===== src/rvcore_pkg.sv =====
`default_nettype none

package rvcore_pkg;

  // ******************************
  // Constants
  // ******************************
  localparam int xlen = 32;
  localparam logic [xlen-1:0] reset_pc = 32'h0000_0000;

  // Major opcodes, encoded as insn[6:0]
  typedef enum logic [6:0] {
    op      = 7'b0110011,
    op_imm  = 7'b0010011,
    lui     = 7'b0110111,
    jal     = 7'b1101111,
    branch  = 7'b1100011,
    load    = 7'b0000011,
    store   = 7'b0100011,
    illegal = 7'b0000000
  } opcode_e;

  typedef enum logic [3:0] {
    add,
    sub,
    and_op,
    or_op,
    xor_op,
    slt,
    sll,
    srl,
    pass_b  // LUI
  } alu_op_e;

  // ******************************
  // Stage payloads
  // ******************************
  typedef struct packed {
    opcode_e         opcode;
    alu_op_e         alu_op;
    logic [4:0]      rs1;
    logic [4:0]      rs2;
    logic [4:0]      rd;
    logic [xlen-1:0] imm;
    logic            use_imm;
    logic            reg_write;
    logic            is_branch;
    logic            branch_ne;  // BNE when set, BEQ otherwise
    logic            is_jump;
    logic            is_load;
    logic            is_store;
    logic            illegal;
  } decoded_t;

  typedef struct packed {
    logic            valid;
    logic [xlen-1:0] pc;
    logic [31:0]     insn;
  } fetch_t;

  typedef struct packed {
    logic            valid;
    logic [xlen-1:0] target;
  } redirect_t;

  typedef struct packed {
    logic            en;
    logic [4:0]      addr;
    logic [xlen-1:0] data;
  } reg_write_t;

  // ******************************
  // Memory ports and trace
  // ******************************
  typedef struct packed {
    logic            valid;
    logic [xlen-1:0] addr;
  } imem_req_t;

  typedef struct packed {
    logic            ready;
    logic [31:0]     rdata;
  } imem_rsp_t;

  typedef struct packed {
    logic            valid;
    logic [xlen-1:0] addr;
    logic [xlen-1:0] wdata;
    logic [3:0]      wstrb;  // Zero for a read
  } dmem_req_t;

  typedef struct packed {
    logic            ready;
    logic [xlen-1:0] rdata;
  } dmem_rsp_t;

  typedef struct packed {
    logic            valid;
    logic [63:0]     order;
    logic [31:0]     insn;
    logic            trap;
    logic [4:0]      rs1_addr;
    logic [4:0]      rs2_addr;
    logic [xlen-1:0] rs1_rdata;
    logic [xlen-1:0] rs2_rdata;
    logic [4:0]      rd_addr;
    logic [xlen-1:0] rd_wdata;
    logic [xlen-1:0] pc_rdata;
    logic [xlen-1:0] pc_wdata;
    logic [xlen-1:0] mem_addr;
    logic [3:0]      mem_rmask;
    logic [3:0]      mem_wmask;
    logic [xlen-1:0] mem_rdata;
    logic [xlen-1:0] mem_wdata;
  } retire_t;

endpackage

`default_nettype wire


===== src/decoder.sv =====
`default_nettype none

module decoder (
  input  logic [31:0]          insn,
  output rvcore_pkg::decoded_t dec
);

  logic [2:0]                     funct3;
  logic [6:0]                     funct7;
  rvcore_pkg::alu_op_e            f3_op;
  logic                           f3_ok;
  logic [rvcore_pkg::xlen-1:0]    imm_i;
  logic [rvcore_pkg::xlen-1:0]    imm_s;
  logic [rvcore_pkg::xlen-1:0]    imm_b;
  logic [rvcore_pkg::xlen-1:0]    imm_u;
  logic [rvcore_pkg::xlen-1:0]    imm_j;

  assign funct3 = insn[14:12];
  assign funct7 = insn[31:25];

  assign imm_i = {{20{insn[31]}}, insn[31:20]};
  assign imm_s = {{20{insn[31]}}, insn[31:25], insn[11:7]};
  assign imm_b = {{19{insn[31]}}, insn[31], insn[7], insn[30:25], insn[11:8], 1'b0};
  assign imm_u = {insn[31:12], 12'h000};
  assign imm_j = {{11{insn[31]}}, insn[31], insn[19:12], insn[20], insn[30:21], 1'b0};

  // funct3 map shared by OP and OP-IMM
  always_comb begin
    f3_ok = 1'b1;
    case (funct3)
      3'b000:  f3_op = rvcore_pkg::add;
      3'b111:  f3_op = rvcore_pkg::and_op;
      3'b110:  f3_op = rvcore_pkg::or_op;
      3'b100:  f3_op = rvcore_pkg::xor_op;
      3'b010:  f3_op = rvcore_pkg::slt;
      3'b001:  f3_op = rvcore_pkg::sll;
      3'b101:  f3_op = rvcore_pkg::srl;
      default: begin
        f3_op = rvcore_pkg::add;
        f3_ok = 1'b0;  // SLTU
      end
    endcase
  end

  always_comb begin
    dec = '0;
    dec.opcode = rvcore_pkg::illegal;
    dec.alu_op = rvcore_pkg::add;
    dec.illegal = 1'b1;
    case (insn[6:0])
      rvcore_pkg::op: begin
        if (f3_ok && (funct7 == 7'b0000000 || (funct7 == 7'b0100000 && funct3 == 3'b000))) begin
          dec.opcode = rvcore_pkg::op;
          dec.alu_op = funct7[5] ? rvcore_pkg::sub : f3_op;
          dec.rs1 = insn[19:15];
          dec.rs2 = insn[24:20];
          dec.rd = insn[11:7];
          dec.reg_write = 1'b1;
          dec.illegal = 1'b0;
        end
      end
      rvcore_pkg::op_imm: begin
        if (f3_ok && funct3 != 3'b001 && funct3 != 3'b101) begin  // No immediate shifts
          dec.opcode = rvcore_pkg::op_imm;
          dec.alu_op = f3_op;
          dec.rs1 = insn[19:15];
          dec.rd = insn[11:7];
          dec.imm = imm_i;
          dec.use_imm = 1'b1;
          dec.reg_write = 1'b1;
          dec.illegal = 1'b0;
        end
      end
      rvcore_pkg::lui: begin
        dec.opcode = rvcore_pkg::lui;
        dec.alu_op = rvcore_pkg::pass_b;
        dec.rd = insn[11:7];
        dec.imm = imm_u;
        dec.use_imm = 1'b1;
        dec.reg_write = 1'b1;
        dec.illegal = 1'b0;
      end
      rvcore_pkg::jal: begin
        dec.opcode = rvcore_pkg::jal;
        dec.rd = insn[11:7];
        dec.imm = imm_j;
        dec.is_jump = 1'b1;
        dec.reg_write = 1'b1;
        dec.illegal = 1'b0;
      end
      rvcore_pkg::branch: begin
        if (funct3[2:1] == 2'b00) begin  // BEQ, BNE
          dec.opcode = rvcore_pkg::branch;
          dec.alu_op = rvcore_pkg::sub;
          dec.rs1 = insn[19:15];
          dec.rs2 = insn[24:20];
          dec.imm = imm_b;
          dec.is_branch = 1'b1;
          dec.branch_ne = funct3[0];
          dec.illegal = 1'b0;
        end
      end
      rvcore_pkg::load: begin
        if (funct3 == 3'b010) begin
          dec.opcode = rvcore_pkg::load;
          dec.rs1 = insn[19:15];
          dec.rd = insn[11:7];
          dec.imm = imm_i;
          dec.use_imm = 1'b1;
          dec.is_load = 1'b1;
          dec.reg_write = 1'b1;
          dec.illegal = 1'b0;
        end
      end
      rvcore_pkg::store: begin
        if (funct3 == 3'b010) begin
          dec.opcode = rvcore_pkg::store;
          dec.rs1 = insn[19:15];
          dec.rs2 = insn[24:20];
          dec.imm = imm_s;
          dec.use_imm = 1'b1;
          dec.is_store = 1'b1;
          dec.illegal = 1'b0;
        end
      end
      default: begin
      end
    endcase
  end

endmodule

`default_nettype wire


===== src/alu.sv =====
`default_nettype none

module alu (
  input  rvcore_pkg::alu_op_e         op,
  input  logic [rvcore_pkg::xlen-1:0] a,
  input  logic [rvcore_pkg::xlen-1:0] b,
  output logic [rvcore_pkg::xlen-1:0] result,
  output logic                        equal
);

  logic lt;

  assign lt = $signed(a) < $signed(b);

  always_comb begin
    case (op)
      rvcore_pkg::add:    result = a + b;
      rvcore_pkg::sub:    result = a - b;
      rvcore_pkg::and_op: result = a & b;
      rvcore_pkg::or_op:  result = a | b;
      rvcore_pkg::xor_op: result = a ^ b;
      rvcore_pkg::slt:    result = {{(rvcore_pkg::xlen-1){1'b0}}, lt};
      rvcore_pkg::sll:    result = a << b[4:0];
      rvcore_pkg::srl:    result = a >> b[4:0];
      rvcore_pkg::pass_b: result = b;
      default:            result = a + b;
    endcase
  end

  // Branch compare always sees rs1 against rs2
  assign equal = a == b;

endmodule

`default_nettype wire


===== src/register_file.sv =====
`default_nettype none

module register_file (
  input  logic                        clock,
  input  logic                        rst_n,
  input  logic [4:0]                  rs1,
  input  logic [4:0]                  rs2,
  input  rvcore_pkg::reg_write_t      wr,
  output logic [rvcore_pkg::xlen-1:0] rs1_data,
  output logic [rvcore_pkg::xlen-1:0] rs2_data
);

  logic [rvcore_pkg::xlen-1:0] regs [1:31];  // x0 has no storage

  always_ff @(posedge clock) begin
    if (!rst_n) begin
      for (int i = 1; i < 32; i++) begin
        regs[i] <= '0;
      end
    end else if (wr.en && wr.addr != 5'd0) begin
      regs[wr.addr] <= wr.data;
    end
  end

  // Same-cycle write is returned on the read ports
  assign rs1_data = (rs1 == 5'd0) ? '0 :
                    (wr.en && wr.addr == rs1) ? wr.data : regs[rs1];
  assign rs2_data = (rs2 == 5'd0) ? '0 :
                    (wr.en && wr.addr == rs2) ? wr.data : regs[rs2];

endmodule

`default_nettype wire


===== src/fetch_stage.sv =====
`default_nettype none

module fetch_stage (
  input  logic                  clock,
  input  logic                  rst_n,
  input  rvcore_pkg::imem_rsp_t imem_rsp,
  input  logic                  take,
  input  rvcore_pkg::redirect_t redirect,
  output rvcore_pkg::imem_req_t imem_req,
  output rvcore_pkg::fetch_t    fetch
);

  typedef enum logic [1:0] {
    idle,
    wait_mem,  // Request outstanding, buffer empty
    full       // Buffer holds an instruction for execute
  } state_e;

  state_e                      state;
  logic [rvcore_pkg::xlen-1:0] pc;
  logic [rvcore_pkg::xlen-1:0] target_q;
  logic [rvcore_pkg::xlen-1:0] buf_pc;
  logic [31:0]                 buf_insn;
  logic                        discard;
  logic                        rsp_fire;
  logic                        keep_rsp;

  assign imem_req.valid = state == wait_mem;
  assign imem_req.addr = pc;  // Held until ready
  assign rsp_fire = imem_req.valid && imem_rsp.ready;
  assign keep_rsp = rsp_fire && !discard && !redirect.valid;

  assign fetch.valid = state == full;
  assign fetch.pc = buf_pc;
  assign fetch.insn = buf_insn;

  // ******************************
  // Request sequencing
  // ******************************
  always_ff @(posedge clock) begin
    if (!rst_n) begin
      state <= idle;
      pc <= rvcore_pkg::reset_pc;
      discard <= 1'b0;
    end else begin
      case (state)
        idle: begin
          state <= wait_mem;
        end
        wait_mem: begin
          if (rsp_fire) begin
            discard <= 1'b0;
            if (redirect.valid) begin
              pc <= redirect.target;  // Drop it, refetch at once
            end else if (discard) begin
              pc <= target_q;
            end else begin
              pc <= pc + 32'd4;
              state <= full;
            end
          end else if (redirect.valid) begin
            discard <= 1'b1;  // Address must stay put until ready
          end
        end
        full: begin
          if (take) begin
            state <= wait_mem;
          end
        end
        default: state <= idle;
      endcase
    end
  end

  always_ff @(posedge clock) begin
    if (redirect.valid) target_q <= redirect.target;
    if (keep_rsp) begin
      buf_pc <= pc;
      buf_insn <= imem_rsp.rdata;
    end
  end

endmodule

`default_nettype wire


===== src/execute_stage.sv =====
`default_nettype none

module execute_stage (
  input  logic                  clock,
  input  logic                  rst_n,
  input  rvcore_pkg::fetch_t    fetch,
  input  rvcore_pkg::dmem_rsp_t dmem_rsp,
  output logic                  take,
  output rvcore_pkg::redirect_t redirect,
  output rvcore_pkg::dmem_req_t dmem_req,
  output rvcore_pkg::retire_t   retire
);

  typedef enum logic {
    idle,
    mem_wait
  } state_e;

  state_e                      state;
  rvcore_pkg::decoded_t        dec;
  rvcore_pkg::reg_write_t      wr;
  rvcore_pkg::retire_t         rec;
  rvcore_pkg::retire_t         fin;
  rvcore_pkg::retire_t         ret_q;
  rvcore_pkg::retire_t         hold_q;
  logic [rvcore_pkg::xlen-1:0] rs1_data;
  logic [rvcore_pkg::xlen-1:0] rs2_data;
  logic [rvcore_pkg::xlen-1:0] alu_b;
  logic [rvcore_pkg::xlen-1:0] alu_result;
  logic [rvcore_pkg::xlen-1:0] pc_plus4;
  logic [rvcore_pkg::xlen-1:0] target;
  logic [rvcore_pkg::xlen-1:0] next_pc;
  logic [rvcore_pkg::xlen-1:0] exp_pc;
  logic [rvcore_pkg::xlen-1:0] redir_target_q;
  logic [rvcore_pkg::xlen-1:0] wr_data_q;
  logic [4:0]                  wr_addr_q;
  logic [63:0]                 order_q;
  logic                        equal;
  logic                        taken;
  logic                        accept;
  logic                        is_mem;
  logic                        mem_done;
  logic                        retire_now;
  logic                        ret_valid_q;
  logic                        redir_valid_q;
  logic                        wr_en_q;

  decoder decoder_comp (
    .insn(fetch.insn),
    .dec (dec)
  );

  register_file register_file_comp (
    .clock   (clock),
    .rst_n   (rst_n),
    .rs1     (dec.rs1),
    .rs2     (dec.rs2),
    .wr      (wr),
    .rs1_data(rs1_data),
    .rs2_data(rs2_data)
  );

  alu alu_comp (
    .op    (dec.alu_op),
    .a     (rs1_data),
    .b     (alu_b),
    .result(alu_result),
    .equal (equal)
  );

  // Wrong-path fetches are taken and dropped here
  assign take = state == idle;
  assign accept = fetch.valid && take && fetch.pc == exp_pc;
  assign is_mem = dec.opcode inside {rvcore_pkg::load, rvcore_pkg::store};
  assign mem_done = state == mem_wait && dmem_rsp.ready;
  assign retire_now = (accept && !is_mem) || mem_done;

  assign alu_b = dec.use_imm ? dec.imm : rs2_data;
  assign pc_plus4 = fetch.pc + 32'd4;
  assign target = fetch.pc + dec.imm;
  assign taken = dec.is_jump || (dec.is_branch && (equal ^ dec.branch_ne));
  assign next_pc = taken ? target : pc_plus4;

  // ******************************
  // Trace record
  // ******************************
  always_comb begin
    rec = '0;
    rec.valid = 1'b1;
    rec.order = order_q;
    rec.insn = fetch.insn;
    rec.trap = dec.illegal;
    rec.rs1_addr = dec.rs1;
    rec.rs2_addr = dec.rs2;
    rec.rs1_rdata = rs1_data;
    rec.rs2_rdata = rs2_data;
    rec.pc_rdata = fetch.pc;
    rec.pc_wdata = next_pc;
    if (dec.reg_write && dec.rd != 5'd0) begin
      rec.rd_addr = dec.rd;
      rec.rd_wdata = dec.is_jump ? pc_plus4 : alu_result;  // Link value for JAL
    end
    if (is_mem) begin
      rec.mem_addr = {alu_result[rvcore_pkg::xlen-1:2], 2'b00};
      rec.mem_rmask = {4{dec.is_load}};
      rec.mem_wmask = {4{dec.is_store}};
      rec.mem_wdata = dec.is_store ? rs2_data : '0;
    end
  end

  // Completes a held load or store with the response
  always_comb begin
    fin = hold_q;
    if (hold_q.mem_rmask != 4'h0) fin.mem_rdata = dmem_rsp.rdata;
    if (hold_q.rd_addr != 5'd0) fin.rd_wdata = dmem_rsp.rdata;
  end

  always_ff @(posedge clock) begin
    if (!rst_n) begin
      state <= idle;
      exp_pc <= rvcore_pkg::reset_pc;
      order_q <= '0;
      ret_valid_q <= 1'b0;
      redir_valid_q <= 1'b0;
      wr_en_q <= 1'b0;
    end else begin
      ret_valid_q <= retire_now;
      redir_valid_q <= accept && taken;
      wr_en_q <= (accept && !is_mem && rec.rd_addr != 5'd0) ||
                 (mem_done && hold_q.rd_addr != 5'd0);
      if (accept) exp_pc <= next_pc;
      if (accept && is_mem) begin
        state <= mem_wait;
      end else if (mem_done) begin
        state <= idle;
      end
      if (retire_now) order_q <= order_q + 64'd1;
    end
  end

  always_ff @(posedge clock) begin
    if (accept && is_mem) hold_q <= rec;
    if (accept) redir_target_q <= target;
    if (accept && !is_mem) begin
      ret_q <= rec;
      wr_addr_q <= rec.rd_addr;
      wr_data_q <= rec.rd_wdata;
    end else if (mem_done) begin
      ret_q <= fin;
      wr_addr_q <= fin.rd_addr;
      wr_data_q <= fin.rd_wdata;
    end
  end

  // ******************************
  // Outputs
  // ******************************
  always_comb begin
    retire = ret_q;
    retire.valid = ret_valid_q;
  end

  assign wr.en = wr_en_q;
  assign wr.addr = wr_addr_q;
  assign wr.data = wr_data_q;

  assign redirect.valid = redir_valid_q;
  assign redirect.target = redir_target_q;

  assign dmem_req.valid = state == mem_wait;
  assign dmem_req.addr = hold_q.mem_addr;
  assign dmem_req.wdata = hold_q.mem_wdata;
  assign dmem_req.wstrb = hold_q.mem_wmask;

endmodule

`default_nettype wire


===== src/rvcore.sv =====
`default_nettype none

module rvcore (
  input  logic                  clock,
  input  logic                  rst_n,
  input  rvcore_pkg::imem_rsp_t imem_rsp,
  input  rvcore_pkg::dmem_rsp_t dmem_rsp,
  output rvcore_pkg::imem_req_t imem_req,
  output rvcore_pkg::dmem_req_t dmem_req,
  output rvcore_pkg::retire_t   retire
);

  rvcore_pkg::fetch_t    fetch;
  rvcore_pkg::redirect_t redirect;
  logic                  take;

  // ******************************
  // Pipeline stages
  // ******************************
  fetch_stage fetch_stage_comp (
    .clock   (clock),
    .rst_n   (rst_n),
    .imem_rsp(imem_rsp),
    .take    (take),
    .redirect(redirect),
    .imem_req(imem_req),
    .fetch   (fetch)
  );

  // Decoder, ALU and registers live inside execute
  execute_stage execute_stage_comp (
    .clock   (clock),
    .rst_n   (rst_n),
    .fetch   (fetch),
    .dmem_rsp(dmem_rsp),
    .take    (take),
    .redirect(redirect),
    .dmem_req(dmem_req),
    .retire  (retire)
  );

endmodule

`default_nettype wire


===== config.mk =====
export PLATFORM = sky130hd
export DESIGN_NAME = rvcore
export DESIGN_NICKNAME = d
export VERILOG_FILES = /design/src/rvcore_pkg.sv /design/src/decoder.sv /design/src/alu.sv /design/src/register_file.sv /design/src/fetch_stage.sv /design/src/execute_stage.sv /design/src/rvcore.sv
export SDC_FILE = /design/constraint.sdc
export NUM_CORES = 2
export LEC_CHECK = 0
export ABC_AREA = 1
export BUFFER_PORTS_ARGS = -buffer_cell sky130_fd_sc_hd__buf_2
export CAP_MARGIN = 20
export CORE_AREA = 2 2 609 611
export DETAILED_ROUTE_END_ITERATION = 7
export DIE_AREA = 0 0 611 613
export PLACE_DENSITY = 0.42
export SLEW_MARGIN = 20
export SYNTH_ARGS = -nofsm -noshare
export SYNTH_HDL_FRONTEND = slang
export SYNTH_SLANG_ARGS = --single-unit

===== constraint.sdc =====
create_clock -name clock -period 29 [get_ports clock]
set_input_delay 5.8 -clock clock [delete_from_list [all_inputs] [get_ports clock]]
set_output_delay 5.8 -clock clock [all_outputs]
set_load 0.02 [all_outputs]

Yosys cells after proc, flatten, opt, wreduce, memory -nomap -nowiden

Memory sizes are Yosys's and may differ from the RTL's.
Cells that the tools add are included.

$add $sub $neg: 6
Order comparisons: 1
Equal/unequal tests: 36
Shift-type cells: 2
Muxes and demuxes: 73
Bitwise logic cells: 5
Reductions and logical operators: 48

Operators by type and width:

| kind                                          | count |
|---|---|
| two-way mux 376 bit                           | 2 |
| two-way mux 32 bit                            | 17 |
| case mux 32 bit (8 select lines)              | 1 |
| case mux 32 bit (6 select lines)              | 1 |
| two-way mux 39 bit                            | 2 |
| adder 32 x 3 -> 32 bit, second input constant | 2 |
| adder 32 bit                                  | 2 |
| adder 64 x 1 -> 64 bit, second input constant | 1 |
| == test 32 bit                                | 2 |
| case mux 7 bit (7 select lines)               | 1 |
| two-way mux 40 bit                            | 1 |
| two-way mux 37 bit                            | 1 |
| == test 7 x 6 -> 1 bit, second input constant | 5 |
| two-way mux 33 bit                            | 1 |
| bitwise AND 32 bit                            | 1 |
| < comparator 32 bit                           | 1 |
| OR 32 bit                                     | 1 |
| OR reduction 32 bit                           | 1 |
| left shift 32 x 5 -> 32 bit                   | 1 |
| >> shifter 32 x 5 -> 32 bit                   | 1 |
| subtractor 32 bit                             | 1 |
| XOR 32 bit                                    | 1 |
| two-way mux 25 bit                            | 1 |
| case mux 5 bit (5 select lines)               | 1 |
| 47 further kinds                              | 122 |

Flip-flop bits (word level): 1020
Bits in writable memories: 992
Input bits: 68
Output and inout port bits: 479
Word-level logic and storage cells: 218
Memories kept: 1

Memories:

| memory                                     | words | width | rd ports | clocked after memory_dff | write ports | line                | text |
|---|---|---|---|---|---|---|---|
| execute_stage_comp.register_file_comp.regs | 31    | 32    | 2        | 0                        | 31          | register_file.sv:13 | `logic [rvcore_pkg::xlen-1:0] regs [1:31];` |

Logic depth before layout (Yosys ltp)

Word-level depth: 18
Depth in mapped cells: 47
Gate-level depth less buffers: 45

Cells and area by module

A second synthesis with hierarchy kept.

Cell total of the unflattened synthesis: 14385
Area total of the unflattened synthesis: 114665.0 um^2

Modules (own cells, without submodules):

| module        | instances | cells an instance | area an instance (um^2) | seq. area each (um^2) |
|---|---|---|---|---|
| register_file | 1         | 7442              | 58399.8                 | 30749.5 |
| execute_stage | 1         | 4198              | 39855.7                 | 24893.9 |
| alu           | 1         | 1980              | 9660.5                  | 0.0 |
| fetch_stage   | 1         | 489               | 5413.9                  | 3583.4 |
| decoder       | 1         | 276               | 1335.0                  | 0.0 |

Least setup slack after synthesis

No wires, ideal clock.

Path type: input to register
Start point: input port dmem_rsp[32] in the netlist's numbering
End point: register execute_stage_comp.order_q[0]
Library setup time: 0.551 ns
Data arrival time: 16.995 ns
Required time: 28.449 ns
Path slack: 11.454 ns
Cell stages on the path: 5
Path buffers: 2
Path through: buf_1 nand2_1 nand2_2 buf_1 a21oi_1

Longest elaborated chain between the ends: 2

RTL lines:

| what                                    | line                 | text |
|---|---|---|
| start, declared                         | rvcore.sv:7          | `input rvcore_pkg::dmem_rsp_t dmem_rsp,` |
| logical AND 1 bit                       | execute_stage.sv:75  | `assign mem_done = state == mem_wait && dmem_rsp.ready;` |
| logical OR 1 bit                        | execute_stage.sv:76  | `assign retire_now = (accept && !is_mem) \|\| mem_done;` |
| named net execute_stage_comp.retire_now | execute_stage.sv:43  | `logic retire_now;` |
| end signal, assigned                    | execute_stage.sv:137 | `if (retire_now) order_q <= order_q + 64'd1;` |
| end, declared                           | execute_stage.sv:37  | `logic [63:0] order_q;` |

The timed path passes the listed nets, and every way through them passes these cells.
A chain may end at the register's enable or synchronous reset.

==> impl_metrics.env <==
export IMPL_fillers=38560
export IMPL_ff2ff_path_depth=36
export IMPL_maxCapViolCount=0
export IMPL_synth_edf_count=1861
export IMPL_synth_top_area_frac=0.5078
export IMPL_startpoint_type="register"
export IMPL_netlist_area_sq_mm=0.1101
export IMPL_place_area_sq_mm=0.1170
export IMPL_hp_class="register to register"
export IMPL_hold_violations=0
export IMPL_syn_to_final_growth_pct=13.12
export IMPL_place_ws_ns=17.76
export IMPL_grt_pass1_wl_um=744200
export IMPL_vias=97500
export IMPL_p_leak_nw=49.05
export IMPL_final_setup_tns_ns=0
export IMPL_finalClockSkew_ns=0.1018
export IMPL_period_needed_ns=11.34
export IMPL_drtIter0Drc=11400
export IMPL_whs_path_depth=0
export IMPL_critical_path_max_stage_delay_ns=0.99
export IMPL_tritoncts="built"
export IMPL_ys_async_sr_fraction=0
export IMPL_cpMaxStageDelayCell="a221oi_1"
export IMPL_most_common_layout_cells="nand2_1, edfxtp_1, nor2_1, inv_1, o21ai_0"
export IMPL_p_per_area_mw_per_mm2=52.07
export IMPL_period_share=0.3909
export IMPL_total_power_mw=6.483
export IMPL_die_x_um=611
export IMPL_clock_latency_ns=0.96
export IMPL_ant_nets=0
export IMPL_clkTransAtPathRegs_ns=0.06
export IMPL_synth_seq_cells=2028
export IMPL_clock_sinks=2028
export IMPL_slew_viol_final=0
export IMPL_worstPathArrival_ns=12.13
export IMPL_register_area_sq_mm=0.05923
export IMPL_path_class="register to register"
export IMPL_drc=0
export IMPL_synth_top_area_cell="edfxtp_1"
export IMPL_ios=547
export IMPL_layout_commonest_cell="nand2_1"
export IMPL_initial_core_util=0.2993
export IMPL_clock_path_buffers=4
export IMPL_drive_above_1_share=0.09795
export IMPL_fin_ws_ns=17.66
export IMPL_overflow=0
export IMPL_numCtsBuffers=240
export IMPL_dp_cells=17750
export IMPL_antenna_found_initial=49
export IMPL_fmax_mhz=88.20
export IMPL_cp_end_kind="register"
export IMPL_grt_usage=0.2814
export IMPL_hpwl_um=361100
export IMPL_row_count=223
export IMPL_nNetsFinal=13360
export IMPL_syn_area_per_cell_sq_um=8.442
export IMPL_rsz0062_at_grt="no"
export IMPL_final_setup_viol_count=0
export IMPL_final_cells=18200
export IMPL_coreArea_sq_mm=0.3677
export IMPL_gp_congestion=0.9821
export IMPL_drt_wl_total_um=544000
export IMPL_htreeDepth=4
export IMPL_portBuffers=542
export IMPL_postCtsSetupRepairBufs=0
export IMPL_post_drt_via_cell_ratio=5.359
export IMPL_grt_max_degree=248
export IMPL_tightest_slew_ns=1.312
export IMPL_path_max_fanout=53
export IMPL_grt_pass1_vias=90310
export IMPL_yosysUniqueCellTypes=76
export IMPL_yosysWarnings=0
export IMPL_wl_per_cell_um=29.90
export IMPL_holdBufCountCts=0
export IMPL_firstDrtPassIters=6
export IMPL_cts_root_buffer_cell="clkbuf_16"
export IMPL_maxSlewHeadroom=0.1250
export IMPL_syn_inst=13040
export IMPL_die_h_um=613
export IMPL_multi_input_area_sq_mm=0.04235
export IMPL_ir_worst_vdd_mv=0.04896
export IMPL_dieArea_sq_mm=0.3745
export IMPL_crit_required_ns=29.80
export IMPL_synth_ff_type="edfxtp_1"
export IMPL_cts_resized=0
export IMPL_yosys_top_cells_area="edfxtp_1, nand2_1, nor2_1"
export IMPL_seq_area_frac_synth=0.5381
export IMPL_status="completed"
export IMPL_finalInstanceArea_sq_mm=0.1245
## registers in the layout, indices dropped and copies added, names as in the netlist, 2 cells and up
register                                    cells
fetch_stage_comp.pc                            32
execute_stage_comp.hold_q                      32
execute_stage_comp.exp_pc                      32
execute_stage_comp.retire                     368
fetch_stage_comp.buf_pc                        32
execute_stage_comp.fin                        241
execute_stage_comp.redir_target_q              32
execute_stage_comp.wr_addr_q                    5
fetch_stage_comp.state                          2
execute_stage_comp.register_file_comp.regs   1024
execute_stage_comp.wr_data_q                   32
execute_stage_comp.order_q                     64
fetch_stage_comp.buf_insn                      32
execute_stage_comp.dmem_req                    63
fetch_stage_comp.target_q                      32
## power by group
part	internal, mW	switching [mW]	leakage [nW]
clock network	1.66	1.31	3.59
logic	0.0591	0.192	25.7
registers	3.23	0.0324	19.8
total	4.95	1.53	49.1
## cells in the mapped netlist, types with 20 or more instances
master,number
edfxtp_1,1861
xnor2_1,20
a31oi_1,38
o22ai_1,31
nand3b_1,82
nor4_1,35
a21boi_1,23
o211ai_1,188
a21boi_0,20
buf_4,114
nand4_1,79
inv_2,27
dfxtp_1,167
xor2_1,86
o221ai_1,34
nor3_1,110
buf_1,47
nand3_1,1080
inv_1,1230
buf_2,229
nor2_1,1713
a21oi_1,526
ha_1,131
o21ai_0,1175
clkbuf_1,548
nand2_1,3028
a22o_1,27
o21ai_1,105
a211oi_1,38
## logic make-up (layout without fill, tap and decap cells)
group,after synthesis,count (layout),synth area share
and+or+nand+nor,6220,6220,0.2357
AOI/OAI and AO/OA,2329,2329,0.1193
buffers and inverters,2219,2491,0.08302
DFF,2028,2028,0.5381
adders and majority gates,134,134,0.01544
xor gates and xnor gates,106,106,0.008435
other,1,51,0.00003407
## worst paths after layout
path	from	end	slack (ns)
worst max-delay path	fetch_stage_comp.buf_insn[14]	execute_stage_comp.exp_pc[0]	17.66
worst max register to register	fetch_stage_comp.buf_insn[14]	execute_stage_comp.exp_pc[0]	17.66
worst min register to register	execute_stage_comp.order_q[38]	execute_stage_comp.fin[350]	0.43
worst min-delay path	execute_stage_comp.order_q[38]	execute_stage_comp.fin[350]	0.43
## worst max-delay path: cells and delay by family, from the launching register on
kind | cells | cell delay (ns)
compound gates | 8 | 1.88
buf+inv | 10 | 3.75
fa+ha+maj | 1 | 0.51
simple gates | 17 | 4.25
flops | 1 | 0.54
## area by class of cell
type                    count  area share
flip-flops and latches   2028      0.4758
multi-input cells        8825      0.3402
clock buffers             324     0.05218
well taps                4837     0.04861
inverters                1269     0.03849
repair buffers            790     0.03739
clock inverters           108    0.007126
diodes                     15   0.0003015
## per-layer routing
layer	track usage	vias up	wire, um
li1	-	43920	-
met1	0.3868	48230	234300
met2	0.4319	4430	238400
met3	0.04327	911	41130
met4	0.1352	20	30000
met5	0	-	132
## metrics by stage
step | hold WS, ns | util
after global routing | 0.4393 | 0.3385
after floorplan | 0.4082 | -
after global placement | 0.4103 | 0.3183
after detailed placement | 0.4149 | 0.3183
final | 0.4269 | 0.3385
after CTS | 0.4323 | 0.3384
No activity file was read; power rests on OpenSTA's default activity.
